$ cat config.mk
export PLATFORM = sky130hd
export DESIGN_NAME = frame_ctrl_flat
export DESIGN_NICKNAME = d
export VERILOG_FILES = /design/src/frame_pkg.sv /design/src/frame_if.sv /design/src/frame_ctrl.sv /design/src/flat_wrapper.sv
export SDC_FILE = /design/constraint.sdc
export NUM_CORES = 1
export LEC_CHECK = 0
export BUFFER_PORTS_ARGS = -buffer_cell sky130_fd_sc_hd__buf_2
export CAP_MARGIN = 30
export CORE_AREA = 10 10 47 49
export CTS_BUF_LIST = sky130_fd_sc_hd__clkbuf_4 sky130_fd_sc_hd__clkbuf_8
export DETAILED_ROUTE_END_ITERATION = 12
export DIE_AREA = 0 0 57 59
export PLACE_DENSITY = 0.7
export SLEW_MARGIN = 20
export SYNTH_ARGS = -nofsm -noshare
export SYNTH_HDL_FRONTEND = slang
export SYNTH_SLANG_ARGS = --single-unit
$ cat constraint.sdc
create_clock -name axi_clk -period 2.8 [get_ports axi_clk]
set_clock_uncertainty 0.1 [all_clocks]
set_input_delay 0.28 -clock axi_clk [delete_from_list [all_inputs] [get_ports axi_clk]]
set_output_delay 0.28 -clock axi_clk [all_outputs]
set_load 0.01 [all_outputs]
$ cat src/frame_pkg.sv
package frame_pkg;

  localparam int stream_width   = 32;
  localparam int unpacked_width = 16;   // Data bits carried by one unpacked beat

  localparam int full_beats     = 2048; // Two beats per buffer word
  localparam int unpacked_beats = 1024;
  localparam int beat_cnt_width = $clog2(full_beats);

  localparam logic [beat_cnt_width-1:0] full_last     = beat_cnt_width'(full_beats - 1);
  localparam logic [beat_cnt_width-1:0] unpacked_last = beat_cnt_width'(unpacked_beats - 1);

  localparam logic [1:0] op_start = 2'b01;

  // Output stage states
  localparam logic [1:0] os_wait = 2'd0;
  localparam logic [1:0] os_low  = 2'd1;
  localparam logic [1:0] os_high = 2'd2;
  localparam logic [1:0] os_unpk = 2'd3;

  typedef enum logic [1:0] {
    COMMAND,
    IN_COPY,
    OUT_COPY,
    DONE
  } phase_e;

  // A stream beat is a sample or, in COMMAND, a command
  typedef union packed {
    logic [stream_width-1:0] data;
    struct packed {
      logic [stream_width-5:0] unused;
      logic [1:0]              opcode;
      logic [1:0]              mode;   // Bit 1 selects unpacked mode
    } cmd;
  } cmd_word_u;

endpackage

$ cat src/frame_if.sv
`timescale 1ns/1ns

interface frame_if;

  logic mode_unpacked;  // Latched from mode bit 1
  logic load_active;
  logic load_done;      // Last input beat accepted
  logic drain_active;
  logic drain_done;     // Last output beat accepted

  modport ctrl (
    output mode_unpacked,
    output load_active,
    output drain_active,
    input  load_done,
    input  drain_done
  );

  modport loader (
    input  mode_unpacked,
    input  load_active,
    output load_done
  );

  modport drainer (
    input  mode_unpacked,
    input  drain_active,
    output drain_done
  );

endinterface

$ cat src/frame_ctrl.sv
`timescale 1ns/1ns

module frame_ctrl (
  input  logic                 axi_clk,
  input  logic                 axi_reset_n,
  input  logic                 ss_tvalid_i,
  input  frame_pkg::cmd_word_u ss_tdata_i,
  input  logic                 restart_i,
  output logic                 ss_tready_o,
  output logic                 done_o,
  frame_if.ctrl                frame
);

  frame_pkg::phase_e phase;
  frame_pkg::phase_e phase_nxt;
  logic              mode_unpacked;
  logic              start_cmd;

  assign start_cmd = ss_tvalid_i && ss_tdata_i.cmd.opcode == frame_pkg::op_start;

  always_comb begin
    phase_nxt = phase;
    case (phase)
      frame_pkg::COMMAND: begin
        if (start_cmd) phase_nxt = frame_pkg::IN_COPY;   // Other beats are dropped
      end
      frame_pkg::IN_COPY: begin
        if (frame.load_done) phase_nxt = frame_pkg::OUT_COPY;
      end
      frame_pkg::OUT_COPY: begin
        if (frame.drain_done) phase_nxt = frame_pkg::DONE;
      end
      frame_pkg::DONE: begin
        if (restart_i) phase_nxt = frame_pkg::COMMAND;
      end
      default: phase_nxt = frame_pkg::COMMAND;
    endcase
  end

  always_ff @(posedge axi_clk or negedge axi_reset_n) begin
    if (!axi_reset_n) begin
      phase         <= frame_pkg::COMMAND;
      mode_unpacked <= 1'b0;
    end else begin
      phase <= phase_nxt;
      if (phase == frame_pkg::COMMAND && start_cmd) begin
        mode_unpacked <= ss_tdata_i.cmd.mode[1];   // Bit 0 has no effect
      end
    end
  end

  assign ss_tready_o = phase == frame_pkg::COMMAND || phase == frame_pkg::IN_COPY;
  assign done_o      = phase == frame_pkg::DONE;

  assign frame.mode_unpacked = mode_unpacked;
  assign frame.load_active   = phase == frame_pkg::IN_COPY;
  assign frame.drain_active  = phase == frame_pkg::OUT_COPY;

endmodule

$ cat src/flat_wrapper.sv
// flat-port wrapper written by rule: the top's interface ports become plain ports
module frame_ctrl_flat 
  (axi_clk, axi_reset_n, ss_tvalid_i, ss_tdata_i, restart_i, ss_tready_o, done_o, frame_mode_unpacked, frame_load_active, frame_drain_active, frame_load_done, frame_drain_done);
  frame_if frame_i ();
  input  logic axi_clk;
  input  logic axi_reset_n;
  input  logic ss_tvalid_i;
  input  frame_pkg::cmd_word_u ss_tdata_i;
  input  logic restart_i;
  output logic ss_tready_o;
  output logic done_o;
  output wire logic [$bits(frame_i.mode_unpacked)-1:0] frame_mode_unpacked;
  output wire logic [$bits(frame_i.load_active)-1:0] frame_load_active;
  output wire logic [$bits(frame_i.drain_active)-1:0] frame_drain_active;
  input wire logic [$bits(frame_i.load_done)-1:0] frame_load_done;
  input wire logic [$bits(frame_i.drain_done)-1:0] frame_drain_done;
  assign frame_mode_unpacked = frame_i.mode_unpacked;
  assign frame_load_active = frame_i.load_active;
  assign frame_drain_active = frame_i.drain_active;
  assign frame_i.load_done = frame_load_done;
  assign frame_i.drain_done = frame_drain_done;
  frame_ctrl u_core (.axi_clk(axi_clk), .axi_reset_n(axi_reset_n), .ss_tvalid_i(ss_tvalid_i), .ss_tdata_i(ss_tdata_i), .restart_i(restart_i), .ss_tready_o(ss_tready_o), .done_o(done_o), .frame(frame_i));
endmodule
==> impl_metrics.env <==
export IMPL_status="complete, no violations"
export IMPL_grt_max_degree=5
export IMPL_nets=81
export IMPL_insertion_delay_ns=0.23
export IMPL_p_per_area_nw_per_um2=1092
export IMPL_htree_levels=1
export IMPL_p_switching_mw=0.1529
export IMPL_yosysWarnings=0
export IMPL_synth_top_area_share_pct=28.99
export IMPL_p_seq_share_pct=20.9
export IMPL_clock_fmax_ghz=0.5587
export IMPL_irDropWorstVdd_mv=0.2086
export IMPL_synth_cell_type_count=13
export IMPL_worst_ep_arrival_time_ns=1.41
export IMPL_ys_seq_elements=3
export IMPL_ios=43
export IMPL_p_leak_nw=0.2064
export IMPL_routed_wl_um=613
export IMPL_max_stage_delay_ns=0.39
export IMPL_io_buffer_count=13
export IMPL_min_from="ss_tdata_i[1]"
export IMPL_reg2reg_depth=5
export IMPL_crit_cells=4
export IMPL_dpl_hpwl_um=539.9
export IMPL_crit_type="register to output port"
export IMPL_grt_usage_pct=4.372
export IMPL_overflow=0
export IMPL_die_w_um=57
export IMPL_drt_iter0_markers=1
export IMPL_hold_path_class="input port to register"
export IMPL_syn_to_final_growth_pct=48.31
export IMPL_finalCritPeriodShare_pct=63.93
export IMPL_final_setup_worst_slack_ns=1.010
export IMPL_total_power_mw=0.4194
export IMPL_antenna_found_initial=0
export IMPL_synth_main_ff_cell="dfrtp_1"
export IMPL_drc_errors=0
export IMPL_post_drt_wl_per_cell_um=11.35
export IMPL_r2r_slack_ns=1.02
export IMPL_avgSynthCellArea_um2=12.95
export IMPL_first_global_vias=255
export IMPL_netlist_instances=20
export IMPL_register_area_um2=75.07
export IMPL_cap_viol_max_count=0
export IMPL_rows=14
export IMPL_r2r_start="u_core.phase[1]$_DFFE_PN0P_"
export IMPL_tns_ns=0
export IMPL_rsz0062_at_grt="false"
export IMPL_finalHoldViolations=0
export IMPL_swShare_pct=36.45
export IMPL_crit_slowest_cell="dfrtp_1"
export IMPL_path_buf_inv=2
export IMPL_yosysSeqAreaShare_pct=28.99
export IMPL_synth_area_um2=259.0
export IMPL_synth_area_leaders="dfrtp_1 29%, ha_1 19%, a2111oi_4 11%"
export IMPL_p_int_mw=0.2665
export IMPL_cts_inserted_buffers=3
export IMPL_whs_path_depth=2
export IMPL_multi_input_area_um2=176.4
export IMPL_path_max_fanout=4
export IMPL_timing_rr_end="u_core.phase[1]$_DFFE_PN0P_"
export IMPL_slew_viol_final=0
export IMPL_post_route_util_pct=27.41
export IMPL_diodes=0
export IMPL_p_clk_share_pct=20.5
export IMPL_synth_top_cell_by_area="dfrtp_1"
export IMPL_path_cells="inv_1 -> ha_1 -> or2_2 -> buf_2"
export IMPL_fill_cells=160
export IMPL_hold_end="u_core.frame.mode_unpacked$_DFFE_PN0P_"
export IMPL_comb_power_share_pct=58.6
export IMPL_start_util_pct=18.48
export IMPL_core_um2=1401
export IMPL_report_final_setup_viol=0
export IMPL_drive_above_1_share_pct=60.53
export IMPL_ctsRootBufferMaster="clkbuf_4"
export IMPL_viasPerCell=4.056
export IMPL_synth_edf_count=0
export IMPL_startpoint="u_core.phase[0]$_DFFE_PN0P_"
export IMPL_endpoint_kind="output port"
export IMPL_ant_nets=0
export IMPL_cp_data_required_time_ns=2.42
export IMPL_die_area_um2=3363
export IMPL_dr_pass1_iters=2
export IMPL_clock_path_buffers=2
export IMPL_clk_pin_slew_ns=0.04
export IMPL_tightest_slew_ns=0.3080
export IMPL_die_h_um=59
export IMPL_synth_nets=62
export IMPL_fin_crit_ns=1.790
export IMPL_cts_tree="built"
export IMPL_grt_first_pass_wirelength_um=1090
export IMPL_startpoint_type="register"
export IMPL_path_delay_family="flip-flops"
export IMPL_routabilityCongestion=0.6354
export IMPL_synth_async_reset_ratio_pct=100.0
export IMPL_ys_top_cells_by_count="4 x ha_1, 3 x dfrtp_1, 2 x inv_1, 2 x nor2b_1"
export IMPL_yosysMostFrequentCell="ha_1"
export IMPL_dp_slack_ns=1.012
export IMPL_slew_headroom_pct=79.46
export IMPL_vias=219
export IMPL_cts_num_sinks=3
==> layer usage <==
metal  routed length (um)  up-vias  track usage [%]
li1                     -      108                -
met1                  183      103            3.103
met2                  351        8            6.977
met3                   78        0            4.506
met4                    0        0            3.020
met5                    0        -                0
==> layout by cell type (no fill, tap or decap), types with 2 or more instances in the layout <==
master | netlist | final
inv_1 | 2 | 2
ha_1 | 4 | 4
clkbuf_4 | 0 | 4
buf_2 | 0 | 13
dfrtp_1 | 3 | 3
nor2b_1 | 2 | 2
==> area by class of cell <==
class	instances	area share, %
Multi-Input combinational cell	15	45.93
Tap cell	16	5.212
Inverter	2	1.954
Sequential cell	3	19.54
Timing Repair Buffer	14	19.54
Clock buffer	4	7.818
==> state kept, by name, indices dropped and copies added, names as in the netlist <==
register                    cells
u_core.phase                    2
u_core.frame.mode_unpacked      1
==> worst max path at each step <==
stage	end	slack, ns
floorplan	u_core.phase[1]$_DFFE_PN0P_	1.08
global placement	u_core.phase[1]$_DFFE_PN0P_	1.06
detailed placement	u_core.phase[1]$_DFFE_PN0P_	1.01
CTS	ss_tready_o	1.00
global route	ss_tready_o	0.91
finish	ss_tready_o	1.01
==> kinds of logic (layout without fill, tap and decap cells) <==
| family | count (synthesis) | count (layout) | share of synthesized area, % |
|---|---|---|---|
| mux | 2 | 2 | 10.14 |
| fa+ha+maj | 4 | 4 | 19.32 |
| compound gates | 2 | 2 | 13.53 |
| simple gates | 7 | 7 | 25.12 |
| buf+inv | 2 | 20 | 2.900 |
| flops | 3 | 3 | 28.98 |
==> power by group through the flow <==
stage	Sequential [mW]	Clock, mW	Combinational, mW
global route	0.0913	0.0961	0.278
finish	0.0876	0.0859	0.246
detailed placement	0.0884	0	0.250
CTS	0.0879	0.0888	0.252
global placement	0.0866	0	0.245
floorplan	0.0871	0	0.181
==> what timing repair did <==
action	in CTS	in global routing
resized for setup	0	0
endpoints found under the setup margin	0	0
buffers inserted	0	0
hold buffers	1	0
endpoints found under the hold margin	3	0
==> per-stage QoR <==
step	instance area [um2]	hold slack, ns	std cells
after global routing	384.1	0.1842	54
final	384.1	0.1892	54
after detailed placement	344.1	-0.02191	49
after floorplan	259.0	-0.1156	20
after global placement	344.1	-0.02122	49
after CTS	384.1	0.1867	54
Power figures use the tool's default switching activity.
