--- src/frame_pkg.sv ---
package frame_pkg;

  localparam int stream_width   = 32;
  localparam int unpacked_width = 16;   // Data bits carried by one unpacked beat

  localparam int full_beats     = 2048; // Two beats per buffer word
  localparam int unpacked_beats = 1024;
  localparam int beat_cnt_width = $clog2(full_beats);

  localparam logic [beat_cnt_width-1:0] full_last     = beat_cnt_width'(full_beats - 1);
  localparam logic [beat_cnt_width-1:0] unpacked_last = beat_cnt_width'(unpacked_beats - 1);

  localparam logic [1:0] op_start = 2'b01;

  // Output stage states
  localparam logic [1:0] os_wait = 2'd0;
  localparam logic [1:0] os_low  = 2'd1;
  localparam logic [1:0] os_high = 2'd2;
  localparam logic [1:0] os_unpk = 2'd3;

  typedef enum logic [1:0] {
    COMMAND,
    IN_COPY,
    OUT_COPY,
    DONE
  } phase_e;

  // A stream beat is a sample or, in COMMAND, a command
  typedef union packed {
    logic [stream_width-1:0] data;
    struct packed {
      logic [stream_width-5:0] unused;
      logic [1:0]              opcode;
      logic [1:0]              mode;   // Bit 1 selects unpacked mode
    } cmd;
  } cmd_word_u;

endpackage

--- src/mem_pkg.sv ---
package mem_pkg;

  localparam int buf_depth      = 1024;
  localparam int buf_addr_width = 10;
  localparam int buf_word_width = 64;   // Two full-mode beats

  localparam int axil_addr_width = 12;
  localparam int axil_data_width = 32;

  localparam logic [axil_addr_width-1:0] status_addr = '0;

endpackage

--- src/frame_if.sv ---
`timescale 1ns/1ns

interface frame_if;

  logic mode_unpacked;  // Latched from mode bit 1
  logic load_active;
  logic load_done;      // Last input beat accepted
  logic drain_active;
  logic drain_done;     // Last output beat accepted

  modport ctrl (
    output mode_unpacked,
    output load_active,
    output drain_active,
    input  load_done,
    input  drain_done
  );

  modport loader (
    input  mode_unpacked,
    input  load_active,
    output load_done
  );

  modport drainer (
    input  mode_unpacked,
    input  drain_active,
    output drain_done
  );

endinterface

--- src/out_stream.sv ---
`timescale 1ns/1ns

module out_stream (
  input  logic                                axi_clk,
  input  logic                                axi_reset_n,
  input  logic [mem_pkg::buf_word_width-1:0]  rd_data_i,
  input  logic                                sm_tready_i,
  frame_if.drainer                            frame,
  output logic                                rd_en_o,
  output logic [mem_pkg::buf_addr_width-1:0]  rd_addr_o,
  output logic                                sm_tvalid_o,
  output logic [frame_pkg::stream_width-1:0]  sm_tdata_o,
  output logic                                sm_tlast_o
);

  logic [1:0]                           state;
  logic [1:0]                           state_nxt;
  logic [mem_pkg::buf_addr_width:0]     rd_cnt;     // Top bit set once every word is fetched
  logic                                 rd_pend;    // Read data arrives this cycle
  logic [mem_pkg::buf_word_width-1:0]   word_q;
  logic                                 unpk_valid;
  logic [frame_pkg::beat_cnt_width-1:0] beat_cnt;
  logic                                 beat_acc;

  assign beat_acc         = sm_tvalid_o && sm_tready_i;
  assign frame.drain_done = beat_acc && sm_tlast_o;
  assign rd_addr_o        = rd_cnt[mem_pkg::buf_addr_width-1:0];

  always_comb begin
    rd_en_o = 1'b0;
    if (frame.drain_active && !rd_pend && !rd_cnt[mem_pkg::buf_addr_width]) begin
      if (state == frame_pkg::os_wait) begin
        rd_en_o = !frame.mode_unpacked;
      end else if (state == frame_pkg::os_unpk) begin
        rd_en_o = !unpk_valid || beat_acc;   // Refill as the held beat leaves
      end
    end
  end

  always_comb begin
    state_nxt = state;
    case (state)
      frame_pkg::os_wait: begin
        if (frame.drain_active) begin
          if (frame.mode_unpacked) begin
            state_nxt = frame_pkg::os_unpk;
          end else if (rd_pend) begin
            state_nxt = frame_pkg::os_low;
          end
        end
      end
      frame_pkg::os_low: begin
        if (sm_tready_i) state_nxt = frame_pkg::os_high;
      end
      frame_pkg::os_high: begin
        if (sm_tready_i) state_nxt = frame_pkg::os_wait;
      end
      frame_pkg::os_unpk: begin
        if (frame.drain_done) state_nxt = frame_pkg::os_wait;
      end
      default: state_nxt = frame_pkg::os_wait;
    endcase
  end

  always_ff @(posedge axi_clk or negedge axi_reset_n) begin
    if (!axi_reset_n) begin
      state      <= frame_pkg::os_wait;
      rd_pend    <= 1'b0;
      rd_cnt     <= '0;
      beat_cnt   <= '0;
      unpk_valid <= 1'b0;
    end else begin
      state   <= state_nxt;
      rd_pend <= rd_en_o;
      if (frame.drain_done) begin
        rd_cnt   <= '0;
        beat_cnt <= '0;
      end else begin
        if (rd_en_o) rd_cnt <= rd_cnt + 1'b1;
        if (beat_acc) beat_cnt <= beat_cnt + 1'b1;
      end
      if (state == frame_pkg::os_unpk && rd_pend) begin
        unpk_valid <= 1'b1;
      end else if (beat_acc) begin
        unpk_valid <= 1'b0;
      end
    end
  end

  always_ff @(posedge axi_clk) begin
    if (rd_pend) begin
      word_q <= rd_data_i;
    end
  end

  always_comb begin
    case (state)
      frame_pkg::os_low: begin
        sm_tvalid_o = 1'b1;
        sm_tdata_o  = word_q[frame_pkg::stream_width-1:0];   // Low half goes first
      end
      frame_pkg::os_high: begin
        sm_tvalid_o = 1'b1;
        sm_tdata_o  = word_q[mem_pkg::buf_word_width-1:frame_pkg::stream_width];
      end
      frame_pkg::os_unpk: begin
        sm_tvalid_o = unpk_valid;
        sm_tdata_o  = {{(frame_pkg::stream_width - frame_pkg::unpacked_width){1'b0}},
                       word_q[frame_pkg::unpacked_width-1:0]};
      end
      default: begin
        sm_tvalid_o = 1'b0;
        sm_tdata_o  = '0;
      end
    endcase
  end

  assign sm_tlast_o = sm_tvalid_o &&
                      beat_cnt == (frame.mode_unpacked ? frame_pkg::unpacked_last
                                                       : frame_pkg::full_last);

endmodule

--- src/flat_wrapper.sv ---
// flat-port wrapper written by rule: the top's interface ports become plain ports
module out_stream_flat 
  (axi_clk, axi_reset_n, rd_data_i, sm_tready_i, rd_en_o, rd_addr_o, sm_tvalid_o, sm_tdata_o, sm_tlast_o, frame_mode_unpacked, frame_drain_active, frame_drain_done);
  frame_if frame_i ();
  input  logic axi_clk;
  input  logic axi_reset_n;
  input  logic [mem_pkg::buf_word_width-1:0] rd_data_i;
  input  logic sm_tready_i;
  output logic rd_en_o;
  output logic [mem_pkg::buf_addr_width-1:0] rd_addr_o;
  output logic sm_tvalid_o;
  output logic [frame_pkg::stream_width-1:0] sm_tdata_o;
  output logic sm_tlast_o;
  input wire logic [$bits(frame_i.mode_unpacked)-1:0] frame_mode_unpacked;
  input wire logic [$bits(frame_i.drain_active)-1:0] frame_drain_active;
  output wire logic [$bits(frame_i.drain_done)-1:0] frame_drain_done;
  assign frame_i.mode_unpacked = frame_mode_unpacked;
  assign frame_i.drain_active = frame_drain_active;
  assign frame_drain_done = frame_i.drain_done;
  out_stream u_core (.axi_clk(axi_clk), .axi_reset_n(axi_reset_n), .rd_data_i(rd_data_i), .sm_tready_i(sm_tready_i), .frame(frame_i), .rd_en_o(rd_en_o), .rd_addr_o(rd_addr_o), .sm_tvalid_o(sm_tvalid_o), .sm_tdata_o(sm_tdata_o), .sm_tlast_o(sm_tlast_o));
endmodule
--- config.mk ---
export PLATFORM = sky130hd
export DESIGN_NAME = out_stream_flat
export DESIGN_NICKNAME = d
export VERILOG_FILES = /design/src/frame_pkg.sv /design/src/mem_pkg.sv /design/src/frame_if.sv /design/src/out_stream.sv /design/src/flat_wrapper.sv
export SDC_FILE = /design/constraint.sdc
export NUM_CORES = 1
export LEC_CHECK = 0
export BUFFER_PORTS_ARGS = -buffer_cell sky130_fd_sc_hd__buf_2
export CAP_MARGIN = 10
export CORE_MARGIN = 1
export CORE_UTILIZATION = 55
export DETAILED_ROUTE_END_ITERATION = 10
export PLACE_DENSITY = 0.85
export SYNTH_ARGS = -nofsm -noshare
export SYNTH_HDL_FRONTEND = slang
export SYNTH_SLANG_ARGS = --single-unit
--- constraint.sdc ---
create_clock -name axi_clk -period 5.8 [get_ports axi_clk]
set_input_delay 0.58 -clock axi_clk [delete_from_list [all_inputs] [get_ports axi_clk]]
set_output_delay 0.58 -clock axi_clk [all_outputs]
set_load 0.05 [all_outputs]
==> impl_results.md <==
* Skew final at 8.87 ps
* Setup TNS at 0 ps
* Total gr overflow at 0
* VDD IR max at 0.273 mV
* Power density over the cells at 442 mW/mm²
* P&R area growth vs syn at 20.3%
* All-Layer GR Usage at 21.0%
* Synth Warn # at 0
* Vias in the first global route at 2447
* Post CTS Setup Buffer Count at 0
* H-Tree Depth at 3
* Top Ports at 115
* TritonCTS Buffers at 9
* Die Y at 84.4 µm
* Relative slew slack at 28.8%
* CTS tree: yes
* Crit-path max FO at 17
* Worst EP arrival at 2680 ps
* Final slew viol count at 0
* Cell Area, Synth at 0.00373 mm²
* Placer Congestion at 0.845
* Setup slack after layout at 2540 ps
* Clock root cell: clkbuf_8
* Setup-failing EPs final at 0
* IO buf count at 114
* Reg clk slew, reported paths at 90 ps
* Vias/cell at 5.50
* Cts repair resizes at 0
* Period Utilization, post-route at 56.3%
* Antenna cell count at 0
* Largest net degree at the start of global routing at 67
* RSZ-0062 raised after global routing: no
* Num rows at 29
* Outcome: finished with violations
* Highest clock rate at 0.306 GHz
* Hpwl dp at 4.89 mm
* Crit end category: primary output
* Share of layout cells above drive strength 1 at 38.1%
* Core area at 0.00646 mm²
* TritonRoute pass-1 iters at 7
* Synthesized area per cell at 14.7 µm²
* Vias at 2433
* Latest clock arrival within the worst-skew pair at 350 ps
* Max incr delay on CP at 620 ps
* DRT iter0 DRCs at 73
* Post-CTS Hold Buffers at 0
* Synth cell types at 35
* Initial antenna violation count at 0
* WHS at 221 ps
* Wirelength per Cell at 15.9 µm
* Startpoint types: flop
* Routed Antenna Nets at 0
* Final hold vios at 0
* Maxcap violations at 0
* Nets at 436
* Worst-path cell chain: inv_1, ha_1, nand2b_4, or2_1, nor3_4, buf_2
* Post-layout min period at 3260 ps
* DRC viols at 2
* HP Class: in -> async
* First-pass GRT wire length at 11.4 mm
* Number of synthesized register bits at 90
* Total Wirelength at 7.02 mm
* Async SR Flop Fraction at 28.9%
* Worst EP required at 5220 ps
* Die area at 0.00711 mm²
* Multi-input gate area in the final layout at 0.00102 mm²
* Static leakage at 2.00 nW
* Main synth FF type: edfxtp_1
* Post-place setup slack at 2930 ps
* Worst-margin pin slew at 1060 ps
* CP max stage cell: nor3_4
* Failing checks: DRC
* Die Wd at 84.4 µm
* Syn nets at 329
* Setup CP Type: reg -> out
* Clock Path Buffers at 2
* Clock Sinks at 90
* FILL cells at 470
* Initial Util at 57.7%
* Number of flops mapped to enable cells by yosys at 64
* Area occupied by registers at 0.00257 mm²
* Register area share after synthesis at 69.0%
* Cells after Synth at 253
synthesized netlist by cell type, drive strengths merged (4+ instances only):
library cell  count  area [µm²]
dfrtp            26         651
and3              4        25.0
buf              14        93.8
clkbuf            7        26.3
edfxtp           64        1920
a22o             33         289
nand4             5        31.3
o2111ai           5        43.8
o21ai             5        25.0
ha                7        87.6
nand2             7        26.3
inv               6        22.5
xnor2             5        43.8
xor2             13         114
nor2             22        82.6
through the flow:
stage / power (mW) / util [%] / cells / area [µm²]
after detailed placement: 1.60 / 66.6 / 426 / 4300
final: 1.98 / 69.4 / 442 / 4490
after global placement: 1.59 / 66.6 / 426 / 4300
after floorplan: 1.41 / - / 253 / 3730
after global routing: 2.07 / 69.4 / 442 / 4490
after CTS: 1.99 / 69.4 / 442 / 4490
flip-flops by register name, summed over array words and instances (netlist names):
register,flops
u_core.rd_pend,1
u_core.unpk_valid,1
u_core.beat_cnt,11
u_core.rd_cnt,11
u_core.state,2
u_core.word_q,64
critical path, delay by kind of cell, from the launching register on:
kind                       cells  cell delay [ps]
buffers and inverters          2              480
and+or+nand+nor                3             1140
DFF                            1              400
adders and majority gates      1              310
where the power goes:
| part | internal (mW) | switching [mW] | total (mW) |
|---|---|---|---|
| logic | 0.231 | 0.623 | 0.854 |
| clock network | 0.163 | 0.228 | 0.391 |
| registers | 0.714 | 0.0232 | 0.737 |
logic make-up (layout without fill, tap and decap cells):
| group | Yosys count | in the layout | synth area share, % |
|---|---|---|---|
| compound gates | 51 | 51 | 11.4 |
| xor+xnor | 18 | 18 | 4.23 |
| fa+ha+maj | 7 | 7 | 2.35 |
| buf+inv | 27 | 139 | 3.82 |
| flops | 90 | 90 | 69.0 |
| mux | 4 | 4 | 1.17 |
| simple gates | 56 | 56 | 8.05 |
cells in the final DEF (no fill, tap or decap), drive strengths merged:
| cell | instances |
|---|---|
| a22o | 33 |
| a211oi | 1 |
| mux2 | 3 |
| inv | 10 |
| or2 | 1 |
| nor3 | 3 |
| nand3 | 1 |
| nor4 | 3 |
| and2 | 2 |
| a21oi | 2 |
| clkbuf | 9 |
| nor2 | 22 |
| mux2i | 1 |
| and4 | 3 |
| clkinv | 2 |
| a21o | 2 |
| o21ai | 5 |
| nor2b | 3 |
| buf | 117 |
| nor3b | 1 |
| xnor2 | 5 |
| xor2 | 13 |
| o221ai | 1 |
| clkinvlp | 1 |
| and3 | 4 |
| nand4 | 5 |
| o2111ai | 5 |
| edfxtp | 64 |
| nand2b | 1 |
| ha | 7 |
| dfrtp | 26 |
| nand2 | 7 |
| o211ai | 2 |
worst paths after layout:
check                                          startpoint                        endpoint  slack [ps]  cells after the start
max in group asynchronous                     axi_reset_n        u_core.rd_pend$_DFF_PN0_        5160                      1
max reg2reg                   u_core.state[0]$_DFFE_PN0P_     u_core.state[1]$_DFFE_PN0P_        3180                      7
min reg2reg                u_core.beat_cnt[4]$_DFFE_PN0P_  u_core.beat_cnt[4]$_DFFE_PN0P_         470                      1
min                                           axi_reset_n    u_core.rd_cnt[7]$_DFFE_PN0P_         220                      1
min in group axi_clk                         rd_data_i[3]      u_core.word_q[3]$_DFFE_PP_         390                      1
max                           u_core.state[0]$_DFFE_PN0P_                frame_drain_done        2540                      6
final cells by class:
| class | count | share of cell area [%] |
|---|---|---|
| tap | 77 | 2.15 |
| clock buffer | 9 | 2.76 |
| sequential | 90 | 57.4 |
| timing repair buffer | 117 | 13.2 |
| inverter | 6 | 0.502 |
| clock inverter | 7 | 1.31 |
| multi-input combinational | 136 | 22.7 |
metal layers:
metal / track usage [%] / up-vias / wire (µm)
met5: 0 / - / 0
met2: 34.2 / 89 / 3480
met3: 6.78 / 9 / 523
met4: 7.70 / 0 / 100
li1: - / 1162 / -
met1: 26.7 / 1173 / 2910
(Power assumes the default switching activity.)
