==> config.mk <==
export PLATFORM = sky130hd
export DESIGN_NAME = in_copy_flat
export DESIGN_NICKNAME = d
export VERILOG_FILES = /design/src/frame_pkg.sv /design/src/mem_pkg.sv /design/src/frame_if.sv /design/src/in_copy.sv /design/src/flat_wrapper.sv
export SDC_FILE = /design/constraint.sdc
export NUM_CORES = 1
export LEC_CHECK = 0
export BUFFER_PORTS_ARGS = -buffer_cell sky130_fd_sc_hd__buf_2
export CAP_MARGIN = 20
export CORE_UTILIZATION = 45
export DETAILED_ROUTE_END_ITERATION = 6
export PLACE_DENSITY_LB_ADDON = 0.2
export SLEW_MARGIN = 25
export SYNTH_ARGS = -nofsm -noshare
export SYNTH_HDL_FRONTEND = slang
export SYNTH_SLANG_ARGS = --single-unit
==> constraint.sdc <==
create_clock -name axi_clk -period 2.65 [get_ports axi_clk]
set_input_delay 0.795 -clock axi_clk [delete_from_list [all_inputs] [get_ports axi_clk]]
set_output_delay 0.795 -clock axi_clk [all_outputs]
set_load 0.01 [all_outputs]
==> src/frame_pkg.sv <==
package frame_pkg;

  localparam int stream_width   = 32;
  localparam int unpacked_width = 16;   // Data bits carried by one unpacked beat

  localparam int full_beats     = 2048; // Two beats per buffer word
  localparam int unpacked_beats = 1024;
  localparam int beat_cnt_width = $clog2(full_beats);

  localparam logic [beat_cnt_width-1:0] full_last     = beat_cnt_width'(full_beats - 1);
  localparam logic [beat_cnt_width-1:0] unpacked_last = beat_cnt_width'(unpacked_beats - 1);

  localparam logic [1:0] op_start = 2'b01;

  // Output stage states
  localparam logic [1:0] os_wait = 2'd0;
  localparam logic [1:0] os_low  = 2'd1;
  localparam logic [1:0] os_high = 2'd2;
  localparam logic [1:0] os_unpk = 2'd3;

  typedef enum logic [1:0] {
    COMMAND,
    IN_COPY,
    OUT_COPY,
    DONE
  } phase_e;

  // A stream beat is a sample or, in COMMAND, a command
  typedef union packed {
    logic [stream_width-1:0] data;
    struct packed {
      logic [stream_width-5:0] unused;
      logic [1:0]              opcode;
      logic [1:0]              mode;   // Bit 1 selects unpacked mode
    } cmd;
  } cmd_word_u;

endpackage

==> src/mem_pkg.sv <==
package mem_pkg;

  localparam int buf_depth      = 1024;
  localparam int buf_addr_width = 10;
  localparam int buf_word_width = 64;   // Two full-mode beats

  localparam int axil_addr_width = 12;
  localparam int axil_data_width = 32;

  localparam logic [axil_addr_width-1:0] status_addr = '0;

endpackage

==> src/frame_if.sv <==
`timescale 1ns/1ns

interface frame_if;

  logic mode_unpacked;  // Latched from mode bit 1
  logic load_active;
  logic load_done;      // Last input beat accepted
  logic drain_active;
  logic drain_done;     // Last output beat accepted

  modport ctrl (
    output mode_unpacked,
    output load_active,
    output drain_active,
    input  load_done,
    input  drain_done
  );

  modport loader (
    input  mode_unpacked,
    input  load_active,
    output load_done
  );

  modport drainer (
    input  mode_unpacked,
    input  drain_active,
    output drain_done
  );

endinterface

==> src/in_copy.sv <==
`timescale 1ns/1ns

module in_copy (
  input  logic                                axi_clk,
  input  logic                                axi_reset_n,
  input  logic                                ss_tvalid_i,
  input  frame_pkg::cmd_word_u                ss_tdata_i,
  frame_if.loader                             frame,
  output logic                                wr_en_o,
  output logic [mem_pkg::buf_addr_width-1:0]  wr_addr_o,
  output logic [mem_pkg::buf_word_width-1:0]  wr_data_o
);

  logic [frame_pkg::beat_cnt_width-1:0] beat_cnt;
  logic [frame_pkg::stream_width-1:0]   low_half;   // Even beat waiting for its partner
  logic                                 beat_acc;
  logic                                 last_beat;

  assign beat_acc  = frame.load_active && ss_tvalid_i;   // Ready is high all through IN_COPY
  assign last_beat = beat_cnt == (frame.mode_unpacked ? frame_pkg::unpacked_last
                                                      : frame_pkg::full_last);

  always_ff @(posedge axi_clk or negedge axi_reset_n) begin
    if (!axi_reset_n) begin
      beat_cnt <= '0;
    end else if (beat_acc) begin
      if (last_beat) begin
        beat_cnt <= '0;
      end else begin
        beat_cnt <= beat_cnt + 1'b1;
      end
    end
  end

  always_ff @(posedge axi_clk) begin
    if (beat_acc && !beat_cnt[0]) begin
      low_half <= ss_tdata_i.data;
    end
  end

  always_comb begin
    if (frame.mode_unpacked) begin
      wr_en_o   = beat_acc;
      wr_addr_o = beat_cnt[mem_pkg::buf_addr_width-1:0];
      wr_data_o = {{(mem_pkg::buf_word_width - frame_pkg::unpacked_width){1'b0}},
                   ss_tdata_i.data[frame_pkg::unpacked_width-1:0]};
    end else begin
      wr_en_o   = beat_acc && beat_cnt[0];   // Odd beat completes the word
      wr_addr_o = beat_cnt[frame_pkg::beat_cnt_width-1:1];
      wr_data_o = {ss_tdata_i.data, low_half};
    end
  end

  assign frame.load_done = beat_acc && last_beat;

endmodule

==> src/flat_wrapper.sv <==
// flat-port wrapper written by rule: the top's interface ports become plain ports
module in_copy_flat 
  (axi_clk, axi_reset_n, ss_tvalid_i, ss_tdata_i, wr_en_o, wr_addr_o, wr_data_o, frame_mode_unpacked, frame_load_active, frame_load_done);
  frame_if frame_i ();
  input  logic axi_clk;
  input  logic axi_reset_n;
  input  logic ss_tvalid_i;
  input  frame_pkg::cmd_word_u ss_tdata_i;
  output logic wr_en_o;
  output logic [mem_pkg::buf_addr_width-1:0] wr_addr_o;
  output logic [mem_pkg::buf_word_width-1:0] wr_data_o;
  input wire logic [$bits(frame_i.mode_unpacked)-1:0] frame_mode_unpacked;
  input wire logic [$bits(frame_i.load_active)-1:0] frame_load_active;
  output wire logic [$bits(frame_i.load_done)-1:0] frame_load_done;
  assign frame_i.mode_unpacked = frame_mode_unpacked;
  assign frame_i.load_active = frame_load_active;
  assign frame_load_done = frame_i.load_done;
  in_copy u_core (.axi_clk(axi_clk), .axi_reset_n(axi_reset_n), .ss_tvalid_i(ss_tvalid_i), .ss_tdata_i(ss_tdata_i), .frame(frame_i), .wr_en_o(wr_en_o), .wr_addr_o(wr_addr_o), .wr_data_o(wr_data_o));
endmodule
==> impl_metrics.csv, run 1 <==
group,metric,value,unit
logic_synthesis,synth_flop_cell,"edfxtp_1",
routing,avgViaCountPerCell,4.897,
timing,post-route-period-util,0.9762,
routing,drt-initial-drc-count,91,
run,drv_cap,0,
routing,routed_wl,4336,um
cts,cts_tree,"done",
logic_synthesis,synth_seq_cells,43,
logic_synthesis,synth_cells,174,
timing,clock_skew,0.003347,ns
logic_synthesis,synth_edf_count,32,
floorplanning,die_x,71.68,um
cts,cts.sinks,43,
grt,antenna_found_initial,0,
grt,track_usage,0.1722,
routing,drt-pass1-iter-count,4,
routing,drc,0,
worst_hold_path,hp-class,"primary input to async pin",
pwr,leakagePower,0.001342,uW
pwr,p_sw_frac,0.2865,
cts,h-tree-depth,2,
cts,numCtsBuffers,5,
grt,grt_start_max_net_pins,35,
critical_path,path_max_fanout,3,
critical_path,crit-reg2reg-launch,"u_core.beat_cnt[1]",
timing,fin_setup_tns,0,ns
routing,ant_nets,0,
timing,rsz0062_at_grt,"false",
grt,grt_pass1_wl,6734,um
grt,grt_pass1_vias,1438,
placed_design,gp_congestion,0.7530,
logic_synthesis,synthTopCellsByArea,"edfxtp_1 44%, nor2b_1 14%, mux2_2 13%",
floorplanning,boundaryPins,113,
final_layout,antenna_cells,0,
critical_path,worst_r2r_path_depth,6,
critical_path,worst_ep_arrival_time,1.79,ns
routing,wl_met2,2070,um
cts,clockRootBuffer,"clkbuf_8",
logic_synthesis,yosys_warnings,0,
status,status,"complete, no violations",
critical_path,worstPathRequired,1.86,ns
logic_synthesis,synth_top_area_cell,"edfxtp_1",
logic_synthesis,async_reset_ff_frac,0.2558,
timing,hold_violations,0,
pwr,clockPowerShare,0.239,
routing,vias,1709,
pwr,comb_power_share,0.238,
pwr,intPower,1181,uW
critical_path,timing.rr.end,"u_core.beat_cnt[7]",
logic_synthesis,seq_area_frac_synth,0.5659,
critical_path,reg2reg_slack,0.98,ns
floorplanning,fp.dieH,71.68,um
critical_path,crit_path_end_kind,"output pin",
pwr,ir_worst_vdd,393.3,uV
timing,setup_violations,0,
grt,grt-ovfl-total,0,
routing,post_drt_wl_per_cell,12.42,um
floorplanning,start_util,0.4850,
final_layout,stdcell_count,349,
routing,top_layer_used,"met4",
placed_design,dpl.cell_count,338,
logic_synthesis,syn_area,2185,sq um
floorplanning,die-area,5137,sq um
pwr,p_per_area,557.2,nW/um^2
timing,post-route-min-period,2.587,ns
timing,maxSlewViolCount,0,
timing,slew_headroom,0.7299,
final_layout,final_nets,334,
critical_path,critPathCapture,"frame_load_done",
timing,timing.fmax,386.6,MHz
floorplanning,coreArea,4504,sq um
routing,dr_wl_met3,264,um
pwr,netSwitchingPower,474.1,uW
placed_design,dpl.hpwl,3227,um
critical_path,crit_path_start,"frame_mode_unpacked",
logic_synthesis,synth_top_area_frac,0.4399,
logic_synthesis,syn_area_per_cell,12.56,sq um
critical_path,start_kind,"primary input",
cts,clk_pin_slew,0.07,ns
final_layout,area_delta_synth_final,35.97,%
floorplanning,num_rows,24,
final_layout,drive_above_1_share,0.5589,
pwr,seqPwrFrac,0.523,
cts,clockBufferDepth,2,
timing,tightest_slew,0.3995,ns
routing,drt-met1-wl,1951,um
placed_design,portBuffers,112,
logic_synthesis,synth.distinct_cells,28,
cts,hold_buffers,0,
logic_synthesis,syn_nets,212,
cts,clk-insertion-delay-late,0.29,ns
final_layout,fillCellCount,367,
critical_path,crit_type,"primary input to output pin",
[per-layer routing]
metal	up-vias	GRT usage
li1	852	-
met3	5	0.03938
met2	76	0.2673
met4	0	0.07190
met1	776	0.2338
met5	-	0
[layout make-up]
| cell class | instances | area [sq um] | share of cell area |
|---|---|---|---|
| clock buffer | 7 | 76.32 | 0.02570 |
| timing repair buffer | 124 | 663.1 | 0.2233 |
| tap | 52 | 65.06 | 0.02190 |
| inverter | 1 | 3.754 | 0.001264 |
| clock inverter | 1 | 5.005 | 0.001685 |
| multi-input combinational | 121 | 919.6 | 0.3096 |
| sequential | 43 | 1237 | 0.4166 |
[worst max-delay path, cell delays in order]
cell and delay, ns:
buf_6 0.10, xor2_2 0.15, or4b_4 0.50, nor2_4 0.14, buf_6 0.11
[state kept, by name (all words and copies together) (netlist names)]
register,count
u_core.low_half,32
u_core.beat_cnt,11
[synthesized netlist by cell type (2+ instances only)]
cell type  number
clkbuf_1        8
nor2_1          7
xor2_1          5
nand3_1         6
dfrtp_1        11
nor4_1          2
nor2b_1        48
nand3_4         2
nor3_1          3
or3_1           2
mux2_2         26
nand2_1         6
edfxtp_1       32
o21ai_0         2
[how the worst min path moves through the flow]
stage,start,endpoint,slack [ns],cells past startpoint
final,axi_reset_n,u_core.beat_cnt[5],0.36,1
after global routing,axi_reset_n,u_core.beat_cnt[5],0.38,1
after CTS,axi_reset_n,u_core.beat_cnt[5],0.36,1
after detailed placement,u_core.beat_cnt[1],u_core.beat_cnt[1],0.55,2
after global placement,u_core.beat_cnt[8],u_core.beat_cnt[8],0.53,1
after floorplan,u_core.beat_cnt[8],u_core.beat_cnt[8],0.49,1
[kinds of logic (layout without fill, tap and decap cells)]
kind of cell    Yosys count  in the layout  synth area share
buf+inv                  10            133           0.01890
xor+xnor                  6              6           0.02405
flops                    43             43            0.5659
simple gates             82             82            0.2331
fa+ha+maj                 1              1          0.005726
mux                      26             26            0.1340
compound gates            6              6           0.01833
[metrics by stage]
step | power, uW | util | setup WS (ns) | hold WS, ns | area [sq um]
3_3_place_gp | 1246 | 0.6311 | 0.02896 | 0.5324 | 2843
4_1_cts | 1646 | 0.6494 | 0.01949 | 0.3620 | 2925
6_report | 1655 | 0.6594 | 0.06318 | 0.3637 | 2970
5_1_grt | 1735 | 0.6594 | 0.009511 | 0.3846 | 2970
3_5_place_dp | 1255 | 0.6311 | 0.02664 | 0.5482 | 2843
2_1_floorplan | 1091 | - | 0.1440 | 0.4936 | 2187
[cells in the final DEF (no fill, tap or decap)]
master and instances:
o21ai_0 2, dfrtp_1 10, nor2_1 6, nor2b_1 48
nor2_4 1, xor2_2 1, xor2_1 4, clkbuf_1 2
nor4b_1 1, nand3_1 6, buf_4 12, dfrtp_2 1
edfxtp_1 32, xnor2_1 1, inv_1 1, and4_1 1
nand2_2 1, a21oi_2 1, clkinv_2 1, nor3_1 3
ha_2 1, or4b_4 1, or2_0 1, nand2_1 6
nand3_4 2, o21ai_1 1, mux2_2 26, a21o_1 1
a41oi_1 1, buf_6 2, nor2_2 1, nor4_1 2
clkbuf_8 5, buf_2 110, or3_1 2
[power groups by stage]
stage                     Combinational [uW]  Clock (uW)  Sequential [uW]
after floorplan                          224           0              867
after global placement                   364           0              881
after detailed placement                 372           0              883
after CTS                                372         405              869
after global routing                     433         425              877
final                                    394         396              865
[repair_timing]
item / 4_1_cts / 5_1_grt
endpoints found under the setup margin: 1 / 1
resized for setup: 1 / 5
setup buffers: 0 / 3
pin swaps: 0 / 1
Note: power is estimated with default switching activity, not from simulation.
==> run 2: changes to the inputs <==
- CORE_UTILIZATION: 45 -> 35
==> impl_metrics.csv, run 2 (synthesis gave the netlist of run 1 again) <==
group,metric,value,unit
critical_path,start_kind,"flip-flop",
critical_path,worst_ep_arrival_time,1.78,ns
routing,post_drt_wl_per_cell,12.08,um
timing,tightest_slew,0.4731,ns
floorplanning,coreArea,5956,sq um
critical_path,crit_path_end_kind,"output pin",
timing,hold_violations,0,
status,status,"complete, no violations",
placed_design,gp_congestion,0.7595,
final_layout,mostFrequentLayoutCell,"buf_2",
routing,avgViaCountPerCell,4.605,
routing,drt-pass1-iter-count,4,
critical_path,crit_type,"flip-flop to output pin",
final_layout,fillCellCount,548,
cts,clk-insertion-delay-late,0.29,ns
placed_design,dpl.hpwl,3300,um
timing,clock_skew,0.002103,ns
routing,ant_nets,0,
cts,clk_pin_slew,0.08,ns
timing,fin_setup_tns,0,ns
routing,vias,1704,
floorplanning,num_rows,28,
worst_hold_path,hp-class,"primary input to async pin",
cts,h-tree-depth,2,
cts,clockRootBuffer,"clkbuf_8",
final_layout,drive_above_1_share,0.5627,
timing,setup_violations,0,
critical_path,worst_r2r_path_depth,6,
timing,slew_headroom,0.6802,
final_layout,top_register,"u_core.low_half",
timing,rsz0062_at_grt,"false",
pwr,leakagePower,0.001345,uW
grt,grt_pass1_wl,6886,um
grt,grt_start_max_net_pins,34,
routing,drt-initial-drc-count,47,
grt,grt_pass1_vias,1408,
grt,antenna_found_initial,0,
final_layout,final_cell_mix,"110 x buf_2, 48 x nor2b_1, 32 x edfxtp_1",
grt,grt-ovfl-total,0,
timing,post-route-min-period,2.576,ns
timing,maxSlewViolCount,0,
critical_path,path_max_fanout,6,
final_layout,final_area,3022,sq um
final_layout,area_delta_synth_final,38.32,%
critical_path,crit_path_start,"u_core.beat_cnt[0]",
placed_design,dpl_cell_area,2856,sq um
floorplanning,fp.dieH,81.01,um
run,drv_cap,0,
floorplanning,die_x,81.01,um
critical_path,critPathCapture,"frame_load_done",
pwr,p_per_area,578.6,nW/um^2
critical_path,reg2reg_slack,0.97,ns
cts,cts_tree,"done",
critical_path,crit-reg2reg-launch,"u_core.beat_cnt[0]",
floorplanning,die-area,6562,sq um
floorplanning,boundaryPins,113,
timing,post-route-period-util,0.9721,
critical_path,timing.rr.end,"u_core.beat_cnt[7]",
final_layout,largest_reg_flops,32,
final_layout,final_nets,332,
pwr,totalPowerFinal,1748,uW
final_layout,antenna_cells,0,
pwr,ir_worst_vdd,272.3,uV
final_layout,top_regs,"u_core.low_half (32), u_core.beat_cnt (11)",
critical_path,worstPathRequired,1.86,ns
timing,timing.fmax,388.2,MHz
cts,cts.sinks,43,
placed_design,portBuffers,112,
cts,clockBufferDepth,2,
routing,routed_wl,4471,um
floorplanning,start_util,0.3668,
grt,track_usage,0.1395,
cts,numCtsBuffers,5,
routing,drc,0,
run 2: worst min-delay path by stage:
stage,start,endpoint,cells after the start
2_1_floorplan,u_core.beat_cnt[8],u_core.beat_cnt[8],1
3_3_place_gp,u_core.beat_cnt[8],u_core.beat_cnt[8],1
3_5_place_dp,u_core.beat_cnt[8],u_core.beat_cnt[8],1
4_1_cts,axi_reset_n,u_core.beat_cnt[1],1
5_1_grt,axi_reset_n,u_core.beat_cnt[9],1
6_report,axi_reset_n,u_core.beat_cnt[0],1
run 2: layout make-up:
type	instances	area (sq um)	share of cell area
tap	75	93.84	0.03106
timing repair buffer	122	648.1	0.2145
inverter	1	3.754	0.001242
sequential	43	1239	0.4099
multi-input combinational	121	929.6	0.3077
clock buffer	5	68.82	0.02277
clock inverter	3	38.79	0.01284
run 2: report_power, final:
| part | total (uW) | internal [uW] | switching, uW |
|---|---|---|---|
| logic | 383 | 199 | 184 |
| clock network | 488 | 276 | 213 |
| registers | 877 | 795 | 82.0 |
| total | 1750 | 1270 | 479 |
run 2: timing repair:
action / CTS / global route
setup endpoints to repair: 1 / 1
setup buffers: 0 / 3
endpoints found under the hold margin: 0 / 0
hold buffers: 0 / 0
resized for setup: 2 / 6
pin swaps: 0 / 4
run 2: stage by stage:
stage / instances / hold slack (ns) / setup WS (ns) / utilization
detailed placement: 359 / 0.5396 / 0.01400 / 0.4796
CTS: 367 / 0.3639 / 0.006768 / 0.4990
finish: 370 / 0.3645 / 0.07403 / 0.5074
floorplan: 174 / 0.4936 / 0.1440 / -
global route: 370 / 0.3625 / 0.0006405 / 0.5074
global placement: 359 / 0.5313 / 0.003949 / 0.4796
run 2: metal layers:
metal | wire (um) | global-route usage
met1 | 2039 | 0.1819
met2 | 2171 | 0.2261
met3 | 214 | 0.03034
met4 | 46 | 0.05357
met5 | 0 | 0
run 2: worst max-delay path, cell delays in order, from the launching register on:
cell and delay [ns]:
dfrtp_2 0.44, ha_4 0.17, nand3_4 0.07, or4b_4 0.57, nor2_4 0.14, buf_6 0.11
